**src/include/ov5640_cfg.svh**
```systemverilog
`ifndef OV5640_CFG_SVH
`define OV5640_CFG_SVH

// wait after reset before the first sccb access
// 5000 cycles of the 250 kHz clk, about 20 ms
`define OV5640_INIT_DELAY 5000

// entries in the register table
`define OV5640_REG_NUM 64

// chip id reads at the head of the table
`define OV5640_READ_NUM 2

`endif

```
**src/rtl/ov5640_pkg.sv**
```systemverilog
package ov5640_pkg;

    localparam int FRAME_DIM_W = 13;  // up to 8191 pixels or lines
    localparam int TBL_IDX_W   = 8;

    // pixel or line count for the output and total frame size
    typedef logic [FRAME_DIM_W-1:0] frame_dim_t;

    // position in the register table
    typedef logic [TBL_IDX_W-1:0] tbl_idx_t;

    // init sequencer states
    typedef enum logic [1:0] {
        ST_POWER_WAIT = 2'd0,  // power-up delay
        ST_ISSUE      = 2'd1,  // exec pulse out, index steps
        ST_WAIT_DONE  = 2'd2,  // command in flight
        ST_FINISHED   = 2'd3   // whole table sent
    } seq_state_e;

endpackage

```
**src/rtl/sccb_pkg.sv**
```systemverilog
package sccb_pkg;

    // one command word for the sccb master
    // upper 16 bits register address, lower 8 bits value
    typedef struct packed {
        logic [15:0] addr;
        logic [7:0]  data;  // ignored by the master on reads
    } sccb_cmd_t;

    // transfer direction, matches the master's rh_wl input
    typedef enum logic {
        DIR_WRITE = 1'b0,
        DIR_READ  = 1'b1
    } sccb_dir_e;

endpackage

```
**src/rtl/init_sequencer.sv**
```systemverilog
`timescale 1ns/1ps
`include "ov5640_cfg.svh"

module init_sequencer import sccb_pkg::*, ov5640_pkg::*; (
    input  logic      clk,
    input  logic      rst_n,
    input  logic      i2c_done,
    output tbl_idx_t  step,
    output logic      i2c_exec,
    output sccb_dir_e i2c_rh_wl,
    output logic      init_done
);

    localparam int       DLY_W    = $clog2(`OV5640_INIT_DELAY + 1);
    localparam tbl_idx_t TBL_END  = tbl_idx_t'(`OV5640_REG_NUM);
    localparam tbl_idx_t READ_END = tbl_idx_t'(`OV5640_READ_NUM);

    seq_state_e       state;
    logic [DLY_W-1:0] dly_cnt;
    tbl_idx_t         step_nxt;

    assign step_nxt = step + 1'b1;

    // sensor needs ~20 ms after power-up before the first access,
    // then one command at a time, each released by the master's done
    always_ff @(posedge clk or negedge rst_n) begin
        if (!rst_n) begin
            state     <= ST_POWER_WAIT;
            dly_cnt   <= '0;
            step      <= '0;
            i2c_exec  <= 1'b0;
            i2c_rh_wl <= DIR_READ;  // table starts with chip id reads
            init_done <= 1'b0;
        end else begin
            i2c_exec <= 1'b0;  // exec is a single cycle pulse

            case (state)
                ST_POWER_WAIT: begin
                    if (dly_cnt == DLY_W'(`OV5640_INIT_DELAY)) begin
                        i2c_exec <= 1'b1;
                        state    <= ST_ISSUE;
                    end else begin
                        dly_cnt <= dly_cnt + 1'b1;
                    end
                end

                ST_ISSUE: begin
                    step  <= step_nxt;  // table word follows one cycle later
                    state <= ST_WAIT_DONE;
                    // past the id reads everything is a write
                    if (step_nxt >= READ_END)
                        i2c_rh_wl <= DIR_WRITE;
                end

                ST_WAIT_DONE: begin
                    if (i2c_done) begin
                        if (step == TBL_END) begin
                            init_done <= 1'b1;  // last entry acknowledged
                            state     <= ST_FINISHED;
                        end else begin
                            i2c_exec <= 1'b1;
                            state    <= ST_ISSUE;
                        end
                    end
                end

                default: begin
                    state <= ST_FINISHED;  // terminal, stray done ignored
                end
            endcase
        end
    end

endmodule

```
**src/rtl/ov5640_init_top.sv**
```systemverilog
`timescale 1ns/1ps

module ov5640_init_top import sccb_pkg::*, ov5640_pkg::*; (
    input  logic       clk,
    input  logic       rst_n,
    input  logic       i2c_done,       // master finished the last command
    input  frame_dim_t cmos_h_pixel,   // output width
    input  frame_dim_t cmos_v_pixel,   // output height
    input  frame_dim_t total_h_pixel,  // line length incl. blanking
    input  frame_dim_t total_v_pixel,  // frame length incl. blanking
    output logic       i2c_exec,
    output sccb_cmd_t  i2c_data,
    output logic       i2c_rh_wl,      // 1 read, 0 write
    output logic       init_done
);

    tbl_idx_t step;

    // walks the table under the master's handshake
    init_sequencer u_seq (
        .clk       (clk),
        .rst_n     (rst_n),
        .i2c_done  (i2c_done),
        .step      (step),
        .i2c_exec  (i2c_exec),
        .i2c_rh_wl (i2c_rh_wl),
        .init_done (init_done)
    );

    // address/value lookup
    reg_table u_tbl (
        .clk           (clk),
        .rst_n         (rst_n),
        .step          (step),
        .cmos_h_pixel  (cmos_h_pixel),
        .cmos_v_pixel  (cmos_v_pixel),
        .total_h_pixel (total_h_pixel),
        .total_v_pixel (total_v_pixel),
        .i2c_data      (i2c_data)
    );

endmodule

```
**src/rtl/reg_table.sv**
```systemverilog
`timescale 1ns/1ps

module reg_table import sccb_pkg::*, ov5640_pkg::*; (
    input  logic       clk,
    input  logic       rst_n,
    input  tbl_idx_t   step,
    input  frame_dim_t cmos_h_pixel,
    input  frame_dim_t cmos_v_pixel,
    input  frame_dim_t total_h_pixel,
    input  frame_dim_t total_v_pixel,
    output sccb_cmd_t  i2c_data
);

    // chip id high read for any index past the table
    localparam sccb_cmd_t CHIP_ID_H = {16'h300a, 8'h00};

    sccb_cmd_t tbl_word;

    always_comb begin
        case (step)
            // chip id, read back only
            8'd0  : tbl_word = {16'h300a, 8'h00};
            8'd1  : tbl_word = {16'h300b, 8'h00};
            // soft reset, then normal mode
            8'd2  : tbl_word = {16'h3008, 8'h82};
            8'd3  : tbl_word = {16'h3008, 8'h02};
            8'd4  : tbl_word = {16'h3103, 8'h02};  // system clock from pll
            // pad output enables
            8'd5  : tbl_word = {16'h3017, 8'hff};  // frex, vsync, href, pclk, d[9:6]
            8'd6  : tbl_word = {16'h3018, 8'hff};  // d[5:0], gpio
            8'd7  : tbl_word = {16'h3037, 8'h13};  // pll pre-divider
            8'd8  : tbl_word = {16'h3108, 8'h01};  // root divider
            // analog and sensor core tuning
            8'd9  : tbl_word = {16'h3630, 8'h36};
            8'd10 : tbl_word = {16'h3631, 8'h0e};
            8'd11 : tbl_word = {16'h3632, 8'he2};
            8'd12 : tbl_word = {16'h3633, 8'h12};
            8'd13 : tbl_word = {16'h3621, 8'he0};
            8'd14 : tbl_word = {16'h3704, 8'ha0};
            8'd15 : tbl_word = {16'h3703, 8'h5a};
            8'd16 : tbl_word = {16'h3715, 8'h78};
            8'd17 : tbl_word = {16'h3717, 8'h01};
            8'd18 : tbl_word = {16'h370b, 8'h60};
            8'd19 : tbl_word = {16'h3705, 8'h1a};
            8'd20 : tbl_word = {16'h3905, 8'h02};
            8'd21 : tbl_word = {16'h3906, 8'h10};
            8'd22 : tbl_word = {16'h3901, 8'h0a};
            8'd23 : tbl_word = {16'h3731, 8'h12};
            8'd24 : tbl_word = {16'h302d, 8'h60};  // system control
            8'd25 : tbl_word = {16'h3000, 8'h00};  // release block resets
            8'd26 : tbl_word = {16'h3004, 8'hff};  // all clocks on
            // rgb565 out of the isp
            8'd27 : tbl_word = {16'h4300, 8'h61};
            8'd28 : tbl_word = {16'h501f, 8'h01};
            8'd29 : tbl_word = {16'h3035, 8'h11};  // system clock divider
            8'd30 : tbl_word = {16'h3036, 8'h3c};  // pll multiplier
            // mirror and flip
            8'd31 : tbl_word = {16'h3820, 8'h41};
            8'd32 : tbl_word = {16'h3821, 8'h07};
            // subsampling, x and y
            8'd33 : tbl_word = {16'h3814, 8'h31};
            8'd34 : tbl_word = {16'h3815, 8'h31};
            // sensor window start and end
            8'd35 : tbl_word = {16'h3800, 8'h00};
            8'd36 : tbl_word = {16'h3801, 8'h00};
            8'd37 : tbl_word = {16'h3802, 8'h00};
            8'd38 : tbl_word = {16'h3803, 8'h04};
            8'd39 : tbl_word = {16'h3804, 8'h0a};
            8'd40 : tbl_word = {16'h3805, 8'h3f};
            8'd41 : tbl_word = {16'h3806, 8'h07};
            8'd42 : tbl_word = {16'h3807, 8'h9b};
            // dvp output size
            8'd43 : tbl_word = {16'h3808, 4'd0, cmos_h_pixel[11:8]};
            8'd44 : tbl_word = {16'h3809, cmos_h_pixel[7:0]};
            8'd45 : tbl_word = {16'h380a, 5'd0, cmos_v_pixel[10:8]};
            8'd46 : tbl_word = {16'h380b, cmos_v_pixel[7:0]};
            // total line length and frame length
            8'd47 : tbl_word = {16'h380c, 3'd0, total_h_pixel[12:8]};
            8'd48 : tbl_word = {16'h380d, total_h_pixel[7:0]};
            8'd49 : tbl_word = {16'h380e, 3'd0, total_v_pixel[12:8]};
            8'd50 : tbl_word = {16'h380f, total_v_pixel[7:0]};
            // window offsets
            8'd51 : tbl_word = {16'h3810, 8'h00};
            8'd52 : tbl_word = {16'h3811, 8'h10};
            8'd53 : tbl_word = {16'h3812, 8'h00};
            8'd54 : tbl_word = {16'h3813, 8'h06};
            8'd55 : tbl_word = {16'h3618, 8'h00};
            8'd56 : tbl_word = {16'h3612, 8'h29};
            8'd57 : tbl_word = {16'h3709, 8'h52};
            8'd58 : tbl_word = {16'h370c, 8'h03};
            8'd59 : tbl_word = {16'h3824, 8'h02};  // dvp pclk divider
            8'd60 : tbl_word = {16'h460c, 8'h22};
            8'd61 : tbl_word = {16'h4837, 8'h22};  // pclk period
            8'd62 : tbl_word = {16'h5001, 8'ha3};  // isp control
            // test pattern off (8'h80 for colour bars)
            8'd63 : tbl_word = {16'h503d, 8'h00};
            default: tbl_word = CHIP_ID_H;
        endcase
    end

    // registered so the word is stable well before the next exec
    always_ff @(posedge clk or negedge rst_n) begin
        if (!rst_n)
            i2c_data <= '0;
        else
            i2c_data <= tbl_word;
    end

endmodule

```
**config.mk**
```make
export PLATFORM = sky130hd
export DESIGN_NAME = ov5640_init_top
export DESIGN_NICKNAME = d
export VERILOG_FILES = /design/src/rtl/ov5640_pkg.sv /design/src/rtl/sccb_pkg.sv /design/src/rtl/init_sequencer.sv /design/src/rtl/ov5640_init_top.sv /design/src/rtl/reg_table.sv
export VERILOG_INCLUDE_DIRS = /design/src /design/src/include
export SDC_FILE = /design/constraint.sdc
export NUM_CORES = 1
export LEC_CHECK = 0
export BUFFER_PORTS_ARGS = -buffer_cell sky130_fd_sc_hd__buf_4
export CAP_MARGIN = 15
export CORE_AREA = 8 8 88 90
export DETAILED_ROUTE_END_ITERATION = 10
export DIE_AREA = 0 0 96 98
export GPL_TIMING_DRIVEN = 0
export HOLD_SLACK_MARGIN = 0.03
export PLACE_DENSITY = 0.86
export SYNTH_ARGS = -nofsm -noshare
export SYNTH_HDL_FRONTEND = slang
export SYNTH_SLANG_ARGS = --single-unit
```
**constraint.sdc**
```tcl
create_clock -name clk -period 5.8 [get_ports clk]
set_input_delay 1.16 -clock clk [delete_from_list [all_inputs] [get_ports clk]]
set_output_delay 1.16 -clock clk [all_outputs]
set_load 0.05 [all_outputs]
```
# Word-level counts from Yosys, hierarchy flattened
# Index checks and enable logic that the tools add are counted.
# word_totals
ff_bits	49
in_bits	55
out_inout_bits	27
wordCells	95
# classes
n_addsub	2
order_cmp	1
eq_ne	69
mux	9
n_bitwise	1
reduce_logical	5
# op_table
op	count
23-bit one-hot mux with 63 select lines	1
8-bit by 6-bit equality test with 1-bit output, second input constant	32
8-bit by 5-bit equality test with 1-bit output, second input constant	16
8-bit by 4-bit equality test with 1-bit output, second input constant	8
8-bit by 3-bit equality test with 1-bit output, second input constant	4
8-bit by 2-bit equality test with 1-bit output, second input constant	2
13-bit by 1-bit adder with 13-bit output, second input constant	1
13-bit equality test, second input constant	1
8-bit by 1-bit adder with 8-bit output, second input constant	1
8-bit by 1-bit equality test with 1-bit output, second input constant	1
8-bit by 7-bit equality test with 1-bit output, second input constant	1
8-bit by 2-bit greater-or-equal comparator with 1-bit output, second input constant	1
2-bit two-way mux	3
2-bit one-hot mux with 3 select lines	1
2-bit AND reduction	3
1-bit two-way mux	3
3-bit AND reduction	1
2-bit by 1-bit equality test with 1-bit output, second input constant	1
2-bit equality test, second input constant	1
2-bit logical NOT	1
2-bit by 1-bit != test with 1-bit output, second input constant	1
2-bit != test, second input constant	1
1-bit one-hot mux with 2 select lines	1
1-bit inverter	1

# Logic depth before layout (Yosys ltp)
# depth
ltp_word	4
mapped_depth	9
depth_no_buf	7

# Hierarchy
# Synthesis repeated with hierarchy kept, for this count alone.
# hier_totals
cells_unflattened	496
hier_area_um2	4052.6
# by_module_without_submodules
mod	n_inst	cells_per_inst	area_per_inst_um2	seq_area_each_um2
reg_table	1	374	2713.9	525.5
init_sequencer	1	122	1338.8	651.9

# Worst setup path after synthesis
# No wires, ideal clock.
# synth_timing
path_type	input to register
startpoint	input port cmos_v_pixel[10]
endpoint	register u_tbl.i2c_data[2] (netlist name)
setup_time_ps	131
arrival_ps	2037
t_required_ps	5669
path_slack_ps	3632
stages	4
n_path_buf	0
path_cell_list	a32o_1 a222oi_1 a21oi_1 or3_1
# synth_rtl
element	line	text
start: declaration	ov5640_init_top.sv:8	input frame_dim_t cmos_v_pixel,

==> summary.txt <==
STA
  • Worst slew margin: 0.420
  • RSZ-0062 raised after global routing: no
  • Clock skew: 6.34 ps
  • Highest achievable clock rate: 371 MHz
  • Post-layout min period: 2700 ps
  • Fin crit share: 0.465
  • Fin. max-slew vios: 0
  • Setup TNS: 0 ps
  • Final Hold Viols: 0
  • Measured slew at the worst slew-check pin: 868 ps
  • Final worst setup slack: 3100 ps
  • # setup viols final: 0

Drt
  • DR vias/cell: 7.19
  • Antenna viol nets, final: 0
  • DRT iter0 DRCs: 633
  • Via count: 4,536
  • Wire per inst: 24.8 um
  • Pre-Repair DR Iteration Count: 7
  • Final wirelength: 15,600 um
  • DRC errors left: 0

Final layout
  • N_diodes: 0
  • Nets@finish: 611
  • Layout cells sized above 1: 0.230
  • Area of the multi-input gates: 0.00229 mm^2
  • Register area: 0.00118 mm^2
  • Layout area overhead: 20.7%
  • Fillers: 541

Setup path
  • Worst path required time: 6030 ps
  • Worst path top cell family by delay: simple AND/OR/NAND/NOR gates
  • Crit path depth: 8
  • Critical path class: reg -> reg
  • CP Buf/Inv Count: 2
  • CP max stage cell: nor3_1
  • Kind of start point of the critical path: register
  • FF-to-FF path depth: 8
  • Crit Path Max Fanout: 10
  • Crit path DAT: 2930 ps
  • CP Cell Sequence: inv_1 -> ha_1 -> buf_2 -> nor3_1 -> nor2_1 -> a221oi_1 -> nand4_1 -> o2111ai_1
  • Slowest stage delay, CP: 670 ps
  • Critical Path Sink Type: register

GRT
  • Largest net degree at the start of global routing: 48
  • Vias in the first global route: 4,461
  • Initial antenna violation count: 0
  • Tot GR Track Use: 0.333
  • First-pass GRT wire length: 24,300 um
  • Grt total ovfl: 0

Yosys
  • Yosys top cell area share: 0.308
  • Unique masters post-synth: 67
  • Synth Flop Type: dfrtp_1
  • Synthesized area: 0.00373 mm^2
  • Synth area leader: dfrtp_1
  • Post-synthesis sequential area ratio: 0.315
  • Most frequent cells after synthesis: dfrtp_1 (46), nand2_1 (46), a21oi_1 (34)
  • FF+latch count, synth: 47
  • Syn avg cell area: 8.03 um^2
  • Post-synth EDFFs: 0
  • Asr flop ratio synth: 1.00
  • Yosys warns: 0
  • Syn Inst Count: 465
  • Synth top area cells: dfrtp_1 (31%), nand2_1 (4.6%), a21oi_1 (4.6%)

Power and ir drop
  • Comb power frac: 0.703
  • Cell-internal power: 1.04 mW
  • LEAKAGE: 1.93 nW
  • Sequential share of power: 0.204
  • Switching share of power: 0.562
  • Max IR drop VDD: 397 uV
  • Clock network fraction of total power: 0.094
  • Pwr Density: 528 mW/mm^2
  • Switching power: 1.34 mW

CTS
  • Root Driver: clkbuf_8
  • CTS Sinks: 47
  • Setup bufs post-CTS: 0
  • Reg clk slew, reported paths: 100 ps
  • Htree depth: 2
  • CTS Buffer Depth: 2
  • Clock latency at the later pin of the worst-skew pair: 310 ps
  • CTS tree: yes
  • Post-CTS Resized: 0
  • Total CTS buffers: 5
  • CTS Hold Buffers Added: 0

Worst hold path
  • Hold Crit Depth: 1
  • Hold/Removal Path Class: reg -> reg

Flow run
  • Max capacitance violation total: 0

Floorplan
  • Initial Util: 0.575
  • Chip height: 98 um
  • Row count: 30
  • I/O Pins: 82
  • Die area: 0.00941 mm^2
  • Core ar.: 0.00649 mm^2
  • Die W: 96 um

Place
  • DP Worst Slack: 3270 ps
  • Buffers on Ports: 75
  • Detailed placement HPWL: 11,300 um
  • Placer Congestion: 1.08

Outcome
  • Status: complete, no violations
[logic make-up after synthesis]
kind of cell / synth area share
AO/OA/AOI/OAI: 0.294
XOR/XNOR: 0.0469
adder cells (fa/ha/maj): 0.0201
buffers and inverters: 0.0734
flip-flops: 0.315
multiplexers: 0.00268
other: 0.00100
AND/OR/NAND/NOR: 0.247
[through the flow]
stage	instance area [um^2]	std cells	util	hold slack, ps	total power, mW
floorplan	3740	467	-	438	1.55
global placement	4410	622	0.678	454	2.06
detailed placement	4410	622	0.678	461	2.07
CTS	4500	630	0.693	480	2.29
global route	4510	631	0.694	508	2.47
finish	4510	631	0.694	478	2.38
[power by group through the flow]
stage          Clock (mW)  Combinational, mW  Sequential (mW)
5_1_grt             0.235               1.74            0.495
6_report            0.223               1.67            0.485
4_1_cts             0.225               1.58            0.484
3_3_place_gp            0               1.57            0.483
2_1_floorplan           0              0.899            0.652
3_5_place_dp            0               1.57            0.490
[cell usage in the layout, fill, tap and decap left out, types with 3 or more instances in the layout]
master and n:
nor2b_1 8, buf_1 5, xor2_1 5, nand4b_1 4, o211ai_1 4, conb_1 3, buf_4 81, a21boi_0 3
o22ai_1 10, nor3_1 12, nor2_1 31, a31oi_1 9, clkbuf_1 17, xnor2_1 15, o31ai_1 4, nand3_1 12
a32o_1 3, ha_1 6, dfrtp_1 46, nand2b_1 8, a22oi_1 14, inv_1 7, o32ai_1 11, o221ai_1 4
o21ai_0 32, o2111ai_1 3, a22o_1 5, or2_2 5, nand2_1 46, and3_1 9, o21a_1 3, a211o_1 4
nand4_1 13, a21oi_1 34, a211oi_1 3, clkbuf_8 6, buf_2 21
[path summary, 6_finish.rpt]
path | from | endpoint | slack (ps)
setup / recovery | u_seq.step[1]$_DFFE_PN0P_ | u_tbl.i2c_data[9]$_DFF_PN0_ | 3100
hold / removal | u_seq.dly_cnt[12]$_DFFE_PN0P_ | u_seq.dly_cnt[12]$_DFFE_PN0P_ | 480
min in group asynchronous | rst_n | u_tbl.i2c_data[16]$_DFF_PN0_ | 840
hold reg to reg | u_seq.dly_cnt[12]$_DFFE_PN0P_ | u_seq.dly_cnt[12]$_DFFE_PN0P_ | 480
setup reg to reg | u_seq.step[1]$_DFFE_PN0P_ | u_tbl.i2c_data[9]$_DFF_PN0_ | 3100
max in group asynchronous | rst_n | u_seq.step[2]$_DFFE_PN0P_ | 4560
[area by class of cell]
| class | instances | share of cell area |
|---|---|---|
| multi-input combinational | 363 | 0.508 |
| sequential | 47 | 0.261 |
| timing repair buffer | 76 | 0.127 |
| buffer | 50 | 0.0549 |
| tap | 80 | 0.0222 |
| clock buffer | 6 | 0.0183 |
| inverter | 7 | 0.00583 |
| clock inverter | 2 | 0.00305 |
[state kept, by name, indices dropped and copies added (netlist names)]
register / count
u_tbl.i2c_data: 21
u_seq.dly_cnt: 13
u_seq.step: 8
u_seq.state: 2
u_seq.i2c_exec: 1
u_seq.i2c_rh_wl: 1
u_seq.init_done: 1
[layer usage]
layer  share of wire  GRT usage  wire, um
met5               0          0         0
met3            0.13     0.0998      2070
met4           0.062      0.205       963
met1            0.36      0.405      5670
met2            0.44      0.499      6920
(Power assumes the default switching activity.)
